File: src/hdl/pipeDefs_defs.svh
`ifndef PIPE_DEFS_DEFS_SVH
`define PIPE_DEFS_DEFS_SVH

// data and address width
`define XLEN 32

// register index width, r0 is hardwired to zero
`define REG_ADDR_W 4

// data memory depth in words
`define DMEM_WORDS 64

// cycles from req seen to ack raised
`define MEM_LATENCY 2

// pc step for a sequential instruction
`define INSN_SIZE 4

`endif

File: src/hdl/pipeOpPkg.sv
`default_nettype none

`include "pipeDefs_defs.svh"

package pipeOpPkg;

    // one data or address word
    typedef logic [`XLEN-1:0] word_t;

    // integer register index
    typedef logic [`REG_ADDR_W-1:0] regAddr_t;

    // operation kind as resolved by execute
    typedef enum logic [2:0] {
        OpKindNone,
        OpKindAlu,
        OpKindLoad,
        OpKindStore,
        OpKindBranch,
        OpKindFenceI
    } opKind_t;

    // command to the load/store unit
    typedef enum logic [1:0] {
        LsuCmdNone,
        LsuCmdLoad,
        LsuCmdStore
    } lsuCmd_t;

endpackage

`default_nettype wire

File: src/hdl/trapPkg.sv
`default_nettype none

package trapPkg;

    // exception codes, numbered as in the privileged spec
    typedef enum logic [4:0] {
        ExcLoadFault  = 5'd5,
        ExcStoreFault = 5'd7
    } excCode_t;

endpackage

`default_nettype wire

File: src/hdl/dataMemory.sv
`default_nettype none
`timescale 1ns/1ps

`include "pipeDefs_defs.svh"

module dataMemory (
    input  logic              clk,
    input  logic              rst,
    input  logic              memReq,
    input  logic              memWrite,
    input  pipeOpPkg::word_t  memAddr,
    input  pipeOpPkg::word_t  memWdata,
    output logic              memAck,
    output logic              memFault,
    output pipeOpPkg::word_t  memRdata
);
    import pipeOpPkg::*;

    localparam int IdxW = $clog2(`DMEM_WORDS);
    localparam int CntW = $clog2(`MEM_LATENCY + 1);
    localparam logic [CntW-1:0] LatLast = CntW'(`MEM_LATENCY - 1);
    localparam logic [`XLEN-3:0] Depth = `DMEM_WORDS;

    word_t mem [0:`DMEM_WORDS-1];
    logic [CntW-1:0] latCnt;
    logic [`XLEN-3:0] wordIdx;
    logic inRange;
    logic ackRise;

    // byte address to word index
    assign wordIdx = memAddr[`XLEN-1:2];
    assign inRange = wordIdx < Depth;
    assign ackRise = memReq && !memAck && (latCnt == LatLast);

    // handshake side: count latency, raise ack, drop it once req is gone
    always_ff @(posedge clk) begin
        if (rst) begin
            memAck <= 1'b0;
            latCnt <= '0;
        end else if (ackRise) begin
            memAck <= 1'b1;
            latCnt <= '0;
        end else if (memReq && !memAck) begin
            latCnt <= latCnt + 1'b1;
        end else if (!memReq) begin
            memAck <= 1'b0;
            latCnt <= '0;
        end
    end

    // access happens on the edge that raises ack
    always_ff @(posedge clk) begin
        if (ackRise) begin
            memFault <= !inRange;
            memRdata <= inRange ? mem[wordIdx[IdxW-1:0]] : '0;
            if (memWrite && inRange) begin
                mem[wordIdx[IdxW-1:0]] <= memWdata;
            end
        end
    end

    // ack must answer a live request
    ackNeedsReq: assert property (@(posedge clk) disable iff (rst)
        $rose(memAck) |-> memReq);

endmodule

`default_nettype wire

File: src/hdl/loadStoreUnit.sv
`default_nettype none
`timescale 1ns/1ps

module loadStoreUnit (
    input  logic                clk,
    input  logic                rst,
    input  logic                lsuEnable,
    input  pipeOpPkg::lsuCmd_t  lsuCmd,
    input  pipeOpPkg::word_t    lsuAddr,
    input  pipeOpPkg::word_t    lsuStoreValue,
    output logic                lsuDone,
    output logic                lsuFault,
    output pipeOpPkg::word_t    lsuResult,
    output logic                memReq,
    output logic                memWrite,
    output pipeOpPkg::word_t    memAddr,
    output pipeOpPkg::word_t    memWdata,
    input  logic                memAck,
    input  logic                memFault,
    input  pipeOpPkg::word_t    memRdata
);
    import pipeOpPkg::*;

    typedef enum logic [1:0] {
        Idle,
        Request,
        Release,
        Done
    } lsuState_t;

    lsuState_t state;

    // one transaction per command, four-phase towards the memory
    always_ff @(posedge clk) begin
        if (rst) begin
            state  <= Idle;
            memReq <= 1'b0;
        end else begin
            case (state)
                Idle: begin
                    if (lsuEnable) begin
                        state  <= Request;
                        memReq <= 1'b1;
                    end
                end
                Request: begin
                    if (memAck) begin
                        state  <= Release;
                        memReq <= 1'b0;
                    end
                end
                Release: begin
                    // wait for the memory to drop ack
                    if (!memAck) begin
                        state <= Done;
                    end
                end
                // done cycle, enable is not sampled here
                Done: state <= Idle;
                default: state <= Idle;
            endcase
        end
    end

    // request payload, held for the whole transaction
    always_ff @(posedge clk) begin
        if (state == Idle && lsuEnable) begin
            memWrite <= (lsuCmd == LsuCmdStore);
            memAddr  <= lsuAddr;
            memWdata <= lsuStoreValue;
        end
    end

    // capture response while ack is high
    always_ff @(posedge clk) begin
        if (state == Request && memAck) begin
            lsuResult <= memRdata;
            lsuFault  <= memFault;
        end
    end

    assign lsuDone = (state == Done);

    // a new request must wait until the previous ack is gone
    reqAfterAck: assert property (@(posedge clk) disable iff (rst)
        $rose(memReq) |-> !memAck);

endmodule

`default_nettype wire

File: src/hdl/memoryAccessStage.sv
`default_nettype none
`timescale 1ns/1ps

`include "pipeDefs_defs.svh"

module memoryAccessStage (
    input  logic                 clk,
    input  logic                 rst,
    input  logic                 inValid,
    input  pipeOpPkg::opKind_t   inKind,
    input  pipeOpPkg::word_t     inPc,
    input  pipeOpPkg::word_t     inAddr,
    input  pipeOpPkg::word_t     inStoreValue,
    input  pipeOpPkg::word_t     inAluValue,
    input  pipeOpPkg::word_t     inBranchTarget,
    input  pipeOpPkg::regAddr_t  inDstReg,
    input  logic                 inRegWrite,
    input  logic                 inBranchTaken,
    output logic                 stall,
    output logic                 lsuEnable,
    output pipeOpPkg::lsuCmd_t   lsuCmd,
    output pipeOpPkg::word_t     lsuAddr,
    output pipeOpPkg::word_t     lsuStoreValue,
    input  logic                 lsuDone,
    input  logic                 lsuFault,
    input  pipeOpPkg::word_t     lsuResult,
    output logic                 flushReq,
    output pipeOpPkg::word_t     nextPc,
    output logic                 trapValid,
    output trapPkg::excCode_t    trapCause,
    output pipeOpPkg::word_t     trapValue,
    output logic                 wbValid,
    output logic                 wbRegWrite,
    output pipeOpPkg::regAddr_t  wbDstReg,
    output pipeOpPkg::word_t     wbValue
);
    import pipeOpPkg::*;
    import trapPkg::*;

    logic isMemOp;
    logic branchTaken;
    word_t result;

    assign isMemOp     = (inKind == OpKindLoad) || (inKind == OpKindStore);
    assign branchTaken = (inKind == OpKindBranch) && inBranchTaken;

    // kind to unit command
    always_comb begin
        case (inKind)
            OpKindLoad:  lsuCmd = LsuCmdLoad;
            OpKindStore: lsuCmd = LsuCmdStore;
            default:     lsuCmd = LsuCmdNone;
        endcase
    end

    assign lsuEnable     = inValid && isMemOp;
    assign lsuAddr       = inAddr;
    assign lsuStoreValue = inStoreValue;
    assign stall         = lsuEnable && !lsuDone;

    assign result = (inKind == OpKindLoad) ? lsuResult : inAluValue;

    // fault only seen with done, so never while stalled
    assign trapValid = lsuEnable && lsuDone && lsuFault;
    assign trapCause = (inKind == OpKindStore) ? ExcStoreFault : ExcLoadFault;
    assign trapValue = inAddr;

    assign flushReq = inValid && !stall &&
        (branchTaken || inKind == OpKindFenceI || trapValid);
    assign nextPc = branchTaken ? inBranchTarget : inPc + word_t'(`INSN_SIZE);

    // stage register, a stall lets a bubble through
    always_ff @(posedge clk) begin
        if (rst || stall) begin
            wbValid    <= 1'b0;
            wbRegWrite <= 1'b0;
        end else begin
            wbValid    <= inValid;
            wbRegWrite <= inRegWrite && !trapValid;
        end
    end

    always_ff @(posedge clk) begin
        wbDstReg <= inDstReg;
        wbValue  <= result;
    end

    // upstream holds the operation while it is stalled
    holdWhileStalled: assert property (@(posedge clk) disable iff (rst)
        stall |=> $stable(inValid) && $stable(inKind) &&
            $stable(inAddr) && $stable(inStoreValue));

endmodule

`default_nettype wire

File: src/hdl/writebackStage.sv
`default_nettype none
`timescale 1ns/1ps

`include "pipeDefs_defs.svh"

module writebackStage (
    input  logic                 clk,
    input  logic                 rst,
    input  logic                 wbValid,
    input  logic                 wbRegWrite,
    input  pipeOpPkg::regAddr_t  wbDstReg,
    input  pipeOpPkg::word_t     wbValue,
    input  pipeOpPkg::regAddr_t  rdAddr,
    output pipeOpPkg::word_t     rdData,
    output logic                 retireValid,
    output pipeOpPkg::regAddr_t  retireReg,
    output pipeOpPkg::word_t     retireValue
);
    import pipeOpPkg::*;

    word_t regs [0:(2**`REG_ADDR_W)-1];
    logic writeEn;

    // r0 is never written
    assign writeEn = wbValid && wbRegWrite && (wbDstReg != '0);

    always_ff @(posedge clk) begin
        if (rst) begin
            regs <= '{default: '0};
        end else if (writeEn) begin
            regs[wbDstReg] <= wbValue;
        end
    end

    assign rdData = (rdAddr == '0) ? '0 : regs[rdAddr];

    assign retireValid = wbValid;
    assign retireReg   = wbDstReg;
    assign retireValue = writeEn ? wbValue : '0;

endmodule

`default_nettype wire

File: src/hdl/memPipeTop.sv
`default_nettype none
`timescale 1ns/1ps

module memPipeTop (
    input  logic                 clk,
    input  logic                 rst,
    input  logic                 inValid,
    input  pipeOpPkg::opKind_t   inKind,
    input  pipeOpPkg::word_t     inPc,
    input  pipeOpPkg::word_t     inAddr,
    input  pipeOpPkg::word_t     inStoreValue,
    input  pipeOpPkg::word_t     inAluValue,
    input  pipeOpPkg::regAddr_t  inDstReg,
    input  logic                 inRegWrite,
    input  logic                 inBranchTaken,
    input  pipeOpPkg::word_t     inBranchTarget,
    output logic                 stall,
    output logic                 flushReq,
    output pipeOpPkg::word_t     nextPc,
    output logic                 trapValid,
    output trapPkg::excCode_t    trapCause,
    output pipeOpPkg::word_t     trapValue,
    input  pipeOpPkg::regAddr_t  rdAddr,
    output pipeOpPkg::word_t     rdData,
    output logic                 retireValid,
    output pipeOpPkg::regAddr_t  retireReg,
    output pipeOpPkg::word_t     retireValue
);
    import pipeOpPkg::*;

    // stage to unit
    logic lsuEnable;
    logic lsuDone;
    logic lsuFault;
    lsuCmd_t lsuCmd;
    word_t lsuAddr;
    word_t lsuStoreValue;
    word_t lsuResult;

    // unit to memory
    logic memReq;
    logic memWrite;
    logic memAck;
    logic memFault;
    word_t memAddr;
    word_t memWdata;
    word_t memRdata;

    // stage register
    logic wbValid;
    logic wbRegWrite;
    regAddr_t wbDstReg;
    word_t wbValue;

    memoryAccessStage i_memoryAccessStage (
        .clk            (clk),
        .rst            (rst),
        .inValid        (inValid),
        .inKind         (inKind),
        .inPc           (inPc),
        .inAddr         (inAddr),
        .inStoreValue   (inStoreValue),
        .inAluValue     (inAluValue),
        .inBranchTarget (inBranchTarget),
        .inDstReg       (inDstReg),
        .inRegWrite     (inRegWrite),
        .inBranchTaken  (inBranchTaken),
        .stall          (stall),
        .lsuEnable      (lsuEnable),
        .lsuCmd         (lsuCmd),
        .lsuAddr        (lsuAddr),
        .lsuStoreValue  (lsuStoreValue),
        .lsuDone        (lsuDone),
        .lsuFault       (lsuFault),
        .lsuResult      (lsuResult),
        .flushReq       (flushReq),
        .nextPc         (nextPc),
        .trapValid      (trapValid),
        .trapCause      (trapCause),
        .trapValue      (trapValue),
        .wbValid        (wbValid),
        .wbRegWrite     (wbRegWrite),
        .wbDstReg       (wbDstReg),
        .wbValue        (wbValue)
    );

    loadStoreUnit i_loadStoreUnit (
        .clk           (clk),
        .rst           (rst),
        .lsuEnable     (lsuEnable),
        .lsuCmd        (lsuCmd),
        .lsuAddr       (lsuAddr),
        .lsuStoreValue (lsuStoreValue),
        .lsuDone       (lsuDone),
        .lsuFault      (lsuFault),
        .lsuResult     (lsuResult),
        .memReq        (memReq),
        .memWrite      (memWrite),
        .memAddr       (memAddr),
        .memWdata      (memWdata),
        .memAck        (memAck),
        .memFault      (memFault),
        .memRdata      (memRdata)
    );

    dataMemory i_dataMemory (
        .clk      (clk),
        .rst      (rst),
        .memReq   (memReq),
        .memWrite (memWrite),
        .memAddr  (memAddr),
        .memWdata (memWdata),
        .memAck   (memAck),
        .memFault (memFault),
        .memRdata (memRdata)
    );

    writebackStage i_writebackStage (
        .clk         (clk),
        .rst         (rst),
        .wbValid     (wbValid),
        .wbRegWrite  (wbRegWrite),
        .wbDstReg    (wbDstReg),
        .wbValue     (wbValue),
        .rdAddr      (rdAddr),
        .rdData      (rdData),
        .retireValid (retireValid),
        .retireReg   (retireReg),
        .retireValue (retireValue)
    );

endmodule

`default_nettype wire

File: config.mk
export PLATFORM = sky130hd
export DESIGN_NAME = memPipeTop
export DESIGN_NICKNAME = d
export VERILOG_FILES = /design/src/hdl/pipeOpPkg.sv /design/src/hdl/trapPkg.sv /design/src/hdl/dataMemory.sv /design/src/hdl/loadStoreUnit.sv /design/src/hdl/memoryAccessStage.sv /design/src/hdl/writebackStage.sv /design/src/hdl/memPipeTop.sv
export VERILOG_INCLUDE_DIRS = /design/src /design/src/hdl
export SDC_FILE = /design/constraint.sdc
export NUM_CORES = 2
export LEC_CHECK = 0
export BUFFER_PORTS_ARGS = -buffer_cell sky130_fd_sc_hd__buf_2
export CAP_MARGIN = 20
export CORE_MARGIN = 2
export CORE_UTILIZATION = 38
export CTS_BUF_LIST = sky130_fd_sc_hd__clkbuf_8
export CTS_CLUSTER_DIAMETER = 60
export DETAILED_ROUTE_END_ITERATION = 12
export GPL_ROUTABILITY_DRIVEN = 0
export PLACE_DENSITY = 0.5
export SLEW_MARGIN = 25
export SYNTH_ARGS = -nofsm -noshare
export SYNTH_HDL_FRONTEND = slang
export SYNTH_SLANG_ARGS = --single-unit
File: constraint.sdc
create_clock -name clk -period 13.2 [get_ports clk]
set_clock_uncertainty 0.1 [all_clocks]
set_input_delay 0.66 -clock clk [delete_from_list [all_inputs] [get_ports clk]]
set_output_delay 0.66 -clock clk [all_outputs]
set_load 0.01 [all_outputs]
**Yosys cells after proc, flatten, opt, wreduce, memory -nomap -nowiden**

Memory sizes are Yosys's and may differ from the RTL's. A register that Yosys moved wholly into a read port is not among the register bits.
Cells that the tools add are included.

- Bits in writable memories: 2,048
- Input port bits: 176
- Bits in registers: 655
- Memories kept: 1
- Word-level logic and storage cells: 115
- Output and inout port bits: 141

- Muxes and demuxes: 27
- $add $sub $neg: 2
- Reduce and logical (&&, ||, !) cells: 34
- Bitwise operators: 2
- Equality and inequality tests: 15
- $lt $le $gt $ge: 4

Memories:

| memory | depth | bits a word | rd ports | clocked after Yosys merged registers in | wr ports | line | source |
|---|---|---|---|---|---|---|---|
| i_dataMemory.mem | 64 | 32 | 1 | 1 | 1 | dataMemory.sv:24 | `` word_t mem [0:`DMEM_WORDS-1]; `` |

Operators with widths:

| operator | number |
|---|---|
| 512-bit bitwise mux | 1 |
| 32-bit 2-to-1 mux | 7 |
| 32-bit binary-select mux with 4-bit select | 1 |
| 32-bit demux with 4-bit select | 1 |
| 32-bit by 3-bit adder with 32-bit output (second input constant) | 1 |
| 30-bit by 7-bit < comparator with 1-bit output (second input constant) | 1 |
| 1-bit logical AND | 16 |
| 2-bit 2-to-1 mux | 6 |
| 5-bit greater-or-equal comparator (second input constant) | 2 |
| 2-bit by 1-bit inequality test with 1-bit output (second input constant) | 5 |
| 4-bit inverter with 5-bit output | 2 |
| 1-bit 2-to-1 mux | 8 |
| 2-bit one-hot mux with 4 select lines | 1 |
| 2-bit equality test (second input constant) | 3 |
| 3-bit by 2-bit equality test with 1-bit output (second input constant) | 2 |
| 3-bit equality test (second input constant) | 2 |
| 1-bit logical NOT | 6 |
| 3-bit AND reduction | 2 |
| 5-bit by 1-bit < comparator with 1-bit output (second input constant) | 1 |
| 2-bit by 1-bit equality test with 1-bit output (second input constant) | 2 |
| 4-bit logical NOT | 1 |
| 1-bit logical OR | 4 |
| 2-bit one-hot mux with 2 select lines | 1 |
| 4-bit nonzero test | 1 |
| 7 further kinds | 7 |

**Longest topological paths before layout**

- Word-level depth: 7
- Mapped depth: 9
- Gate-level depth less buffers: 7

**By module**

From an unflattened synthesis, not the netlist that was laid out.

- Cell total of the unflattened synthesis: 6,835
- Area, all modules: 105,245.9 um2

Modules (own cells, without submodules):

| module | seq. area each (um2) | instances | cells each | area an instance (um2) |
|---|---|---|---|---|
| dataMemory | 62,550.0 | 1 | 3,770 | 78,464.0 |
| writebackStage | 9,609.2 | 1 | 2,594 | 20,663.6 |
| loadStoreUnit | 3,002.9 | 1 | 124 | 3,186.8 |
| memoryAccessStage | 760.7 | 1 | 347 | 2,931.6 |

**Least setup slack after synthesis**

No wires, ideal clock.

- Kind: reg-to-reg
- Start point: register i_dataMemory.latCnt[0]
- End point: memory i_dataMemory.mem[10][0] in the netlist's numbering (enable)
- Library setup time: 0.421 ns
- Arrival time: 3.716 ns
- Cell stages (with the launch flop): 7
- Buffers on the path: 0
- Period minus slack after synthesis: 4.237 ns
- Data required time: 12.679 ns
- Setup slack: 8.963 ns
- Path through: dfxtp_1 -> ha_1 -> and3b_1 -> nand2_1 -> nor3_1 -> nand2_1 -> nor2_1

- Cells in the longest elaborated chain, start to end: 4

RTL lines:

| what | line | source |
|---|---|---|
| start: declaration | dataMemory.sv:25 | `logic [CntW-1:0] latCnt;` |
| start signal: assignment | dataMemory.sv:44 | `latCnt <= latCnt + 1'b1;` |
| 2-bit by 1-bit equality test with 1-bit output | dataMemory.sv:33 | `assign ackRise = memReq && !memAck && (latCnt == LatLast);` |
| 1-bit logical AND | dataMemory.sv:33 |  |
| via i_dataMemory.ackRise | dataMemory.sv:28 | `logic ackRise;` |
| 1-bit 2-to-1 mux | dataMemory.sv:53 | `if (ackRise) begin` |
| 1-bit 2-to-1 mux (implied by the code) | dataMemory.sv:57 | `mem[wordIdx[IdxW-1:0]] <= memWdata;` |
| end: declaration | dataMemory.sv:24 |  |

The timed path passes the listed nets, and every way through them passes these cells.

**Worst setup path in the final report**

- Start point: register i_loadStoreUnit.memAddr[4]
- End point: memory i_dataMemory.mem[6][14] in the netlist's numbering (enable)

- Cells in the longest elaborated chain, start to end: 5

RTL lines:

| what | line | source |
|---|---|---|
| start: declaration | loadStoreUnit.sv:16 | `output pipeOpPkg::word_t memAddr,` |
| start signal: assignment | loadStoreUnit.sv:69 | `memAddr <= lsuAddr;` |
| 30-bit by 7-bit < comparator with 1-bit output | dataMemory.sv:32 | `assign inRange = wordIdx < Depth;` |
| 1-bit logical AND | dataMemory.sv:56 | `if (memWrite && inRange) begin` |
| 1-bit 2-to-1 mux | dataMemory.sv:56 |  |
| 1-bit 2-to-1 mux | dataMemory.sv:53 |  |
| 1-bit 2-to-1 mux (implied by the code) | dataMemory.sv:57 |  |

Several ways; a longest one is shown, not always the timed one.

==> metrics.md <==
| Metric | Value |
|---|---|
| PostCTS Resize Cnt | 0 |
| TritonRoute pass-1 iters | 5 |
| Ranking of synthesized cells by area | edfxtp_1 (62%), dfxtp_1 (11%), mux4_2 (9.4%) |
| Routed Antenna Nets | 0 |
| Post-CTS Setup Inserts | 0 |
| Worst-path clk slew | 60 ps |
| Sum Neg Setup Slack | 0 ps |
| Nets | 7354 |
| Final Max Tran Viols | 0 |
| Mapped cell area | 105500 sq um |
| RSZ-0062 raised after global routing | no |
| GRT Total Usage | 0.2297 |
| Commonest non-fill, non-tap cell in the layout | edfxtp_1 |
| Startpoint types | register |
| Die Span X | 530.9 um |
| Post-Syn Instances | 6639 |
| P per Cell Area | 142.9 nW/um^2 |
| Register area share after synthesis | 0.7251 |
| Post-synthesis mux area share | 0.1121 |
| CP peak stage delay | 730 ps |
| Critical Path Most Common Cell | buf_4 |
| Worst R2R End | i_dataMemory.mem[6][14] |
| Synth-to-Final Area Change | 14.81% |
| #FFs+latches synth | 2733 |
| Area share of and/or/nand/nor cells after synthesis | 0.05719 |
| Initial Utilization | 0.3819 |
| Syn avg cell area | 15.89 sq um |
| First-pass GRT wire length | 464100 um |
| Residual DRC | 0 |
| Pin count of the biggest net entering global routing | 225 |
| Reg2Reg Depth | 8 |
| Hold violation total from the final report | 0 |
| CP max stage cell | nand2_1 |
| Die Area | 281900 sq um |
| Clk root buf | clkbuf_8 |
| Grt total ovfl | 0 |
| CP Class | reg -> reg |
| Crit share post-route | 0.3984 |
| Area of the core | 276300 sq um |
| XOR/XNOR Fraction of Synth Area | 0.002324 |
| Worst EP required | 13800 ps |
| Synth Warn # | 0 |
| Critical Path AT | 5860 ps |
| TritonCTS clock tree | done |
| Synth async-reset ratio | 0 |
| Min cycle time layout | 5259 ps |
| Dpl hpwl | 181900 um |
| Crit end category | register |
| # IOs | 317 |
| Setup slack, reg-to-reg | 7940 ps |
| Synth cell types | 59 |
| Clock Latency Late Sink | 1110 ps |
| Layout cells sized above 1 | 0.2288 |
| Outcome | finished, final reports clean |
| Routed wire length per instance | 29.40 um |
| Crit path max fanout | 96 |
| IO Port Bufs | 308 |
| Rel. slew slack | 0.1876 |
| Crit path cell chain | buf_12 > buf_4 > buf_4 > and3b_1 > buf_4 > nand2_1 > nor2_4 > buf_4 |
| CTS HTree Levels | 5 |
| Drt initial violations | 6883 |
| Max-Cap Viols | 0 |
| Final Total Pwr | 17.31 mW |
| Fill cells | 24.56k |
| Largest family of logic cells by synthesized area | multiplexers |
| Crit path from | i_loadStoreUnit.memAddr[4] |
| Vias in the first global route | 62.85k |
| Share of the synthesized area in the top cell type | 0.6196 |
| CTS Sinks | 2733 |
| DRT Wirelength | 330700 um |
| Routed vias | 62.95k |
| Hold WC Path Type | in -> reg |
| Synth area leader | edfxtp_1 |
| DR vias/cell | 5.595 |
| CTS max path bufs | 4 |
| CTS buffer count | 453 |
| Worst vdd ir | 0.00007627 V |
| # hold bufs at CTS | 102 |
| Most frequent cells in the layout | edfxtp_1 (2177), nand2_1 (1020), dfxtp_1 (556) |
| Synth Area in Adders | 0.0007116 |
| Number of synthesized flops with an enable pin | 2177 |
| Worst setup path end | i_dataMemory.mem[6][14] |
| Initial antenna violation count | 18 |
| Cell leakage power | 38.98 nW |
| Worst r2r src | i_loadStoreUnit.memAddr[4] |
| Slew @ Worst Pin | 1208 ps |
| Fmax | 190.2 MHz |
| Main synth FF type | edfxtp_1 |
| Chip Height | 530.9 um |
| Post-synthesis compound-gate area fraction | 0.07795 |
| Num rows | 193 |
| Final Setup Violations | 0 |
state kept, by name, indices dropped and copies added (netlist names), 2 cells and up:
signal,cells
i_dataMemory.memRdata,32
i_loadStoreUnit.memWdata,32
i_dataMemory.mem,2048
i_loadStoreUnit.state,2
i_loadStoreUnit.lsuResult,32
i_dataMemory.latCnt,2
i_loadStoreUnit.memAddr,30
i_memoryAccessStage.wbValue,32
i_memoryAccessStage.wbDstReg,4
i_writebackStage.regs,512
worst max-delay path, delay by kind of cell, from the launching register on:
| kind | cells | cell delay [ps] |
|---|---|---|
| buffers and inverters | 5 | 2680 |
| DFF | 1 | 380 |
| and+or+nand+nor | 3 | 1620 |
power breakdown:
group,internal (mW),switching (mW)
combinational,0.309,0.664
clock,3.45,3.49
sequential,9.34,0.0562
total,13.1,4.21
worst min path at each step:
stage          cells after the start                startpoint                               to  slack [ps]
2_1_floorplan                      0     i_dataMemory.memFault         i_loadStoreUnit.lsuFault         300
3_3_place_gp                       0  i_dataMemory.memRdata[0]     i_loadStoreUnit.lsuResult[0]         310
4_1_cts                            2               inDstReg[3]  i_memoryAccessStage.wbDstReg[3]          40
5_1_grt                            2               inDstReg[2]  i_memoryAccessStage.wbDstReg[2]         100
3_5_place_dp                       0     i_dataMemory.memFault         i_loadStoreUnit.lsuFault         310
6_report                           2               inDstReg[0]  i_memoryAccessStage.wbDstReg[0]         150
cells by family after synthesis:
family / count (synthesis)
buf+inv: 567
fa+ha+maj: 6
xor+xnor: 28
simple gates: 1454
compound gates: 1225
other cells: 2
flops: 2733
mux: 624
layout make-up:
class	count	area, sq um	share of cell area
Inverter	7	33.78	0.0002789
Clock buffer	472	6496	0.05363
Clock inverter	351	1827	0.01508
Sequential cell	2733	76500	0.6316
Antenna cell	6	15.01	0.0001240
Timing Repair Buffer	636	4359	0.03599
Tap cell	3705	4636	0.03827
Multi-Input combinational cell	3341	27260	0.2250
layer usage:
metal / part of all wire / global-route usage
met1: 0.43 / 0.3238
met2: 0.47 / 0.3647
met3: 0.079 / 0.04441
met4: 0.024 / 0.06013
met5: 0 / 0
cells in the mapped netlist (12+ instances only):
cell	n
xor2_1	15
clkbuf_1	320
a311oi_1	30
nor4_1	12
a221oi_1	250
o21ai_0	39
a221o_1	34
o31ai_1	28
nand3_1	16
a22oi_1	66
o22ai_1	96
nor2b_1	73
o21ai_1	26
a22o_1	88
mux2i_1	141
a21oi_1	517
nor2_1	215
nand2_1	1021
xnor2_1	13
edfxtp_1	2177
buf_2	146
buf_4	73
and2_1	42
mux2_2	41
nor3_1	13
a41oi_1	32
mux4_2	442
dfxtp_1	556
buf_1	21
per-stage QoR:
step	hold WS, ps	util	area [sq um]	cells	setup WS [ps]
global placement	309.1	0.4044	111700	10320	8082
floorplan	300.3	-	105500	6641	8963
finish	149.3	0.4385	121100	11250	7941
global route	103.5	0.4384	121100	11250	7780
detailed placement	306.6	0.4046	111800	10320	8001
CTS	40.58	0.4384	121100	11250	7913
(Power assumes the default switching activity.)
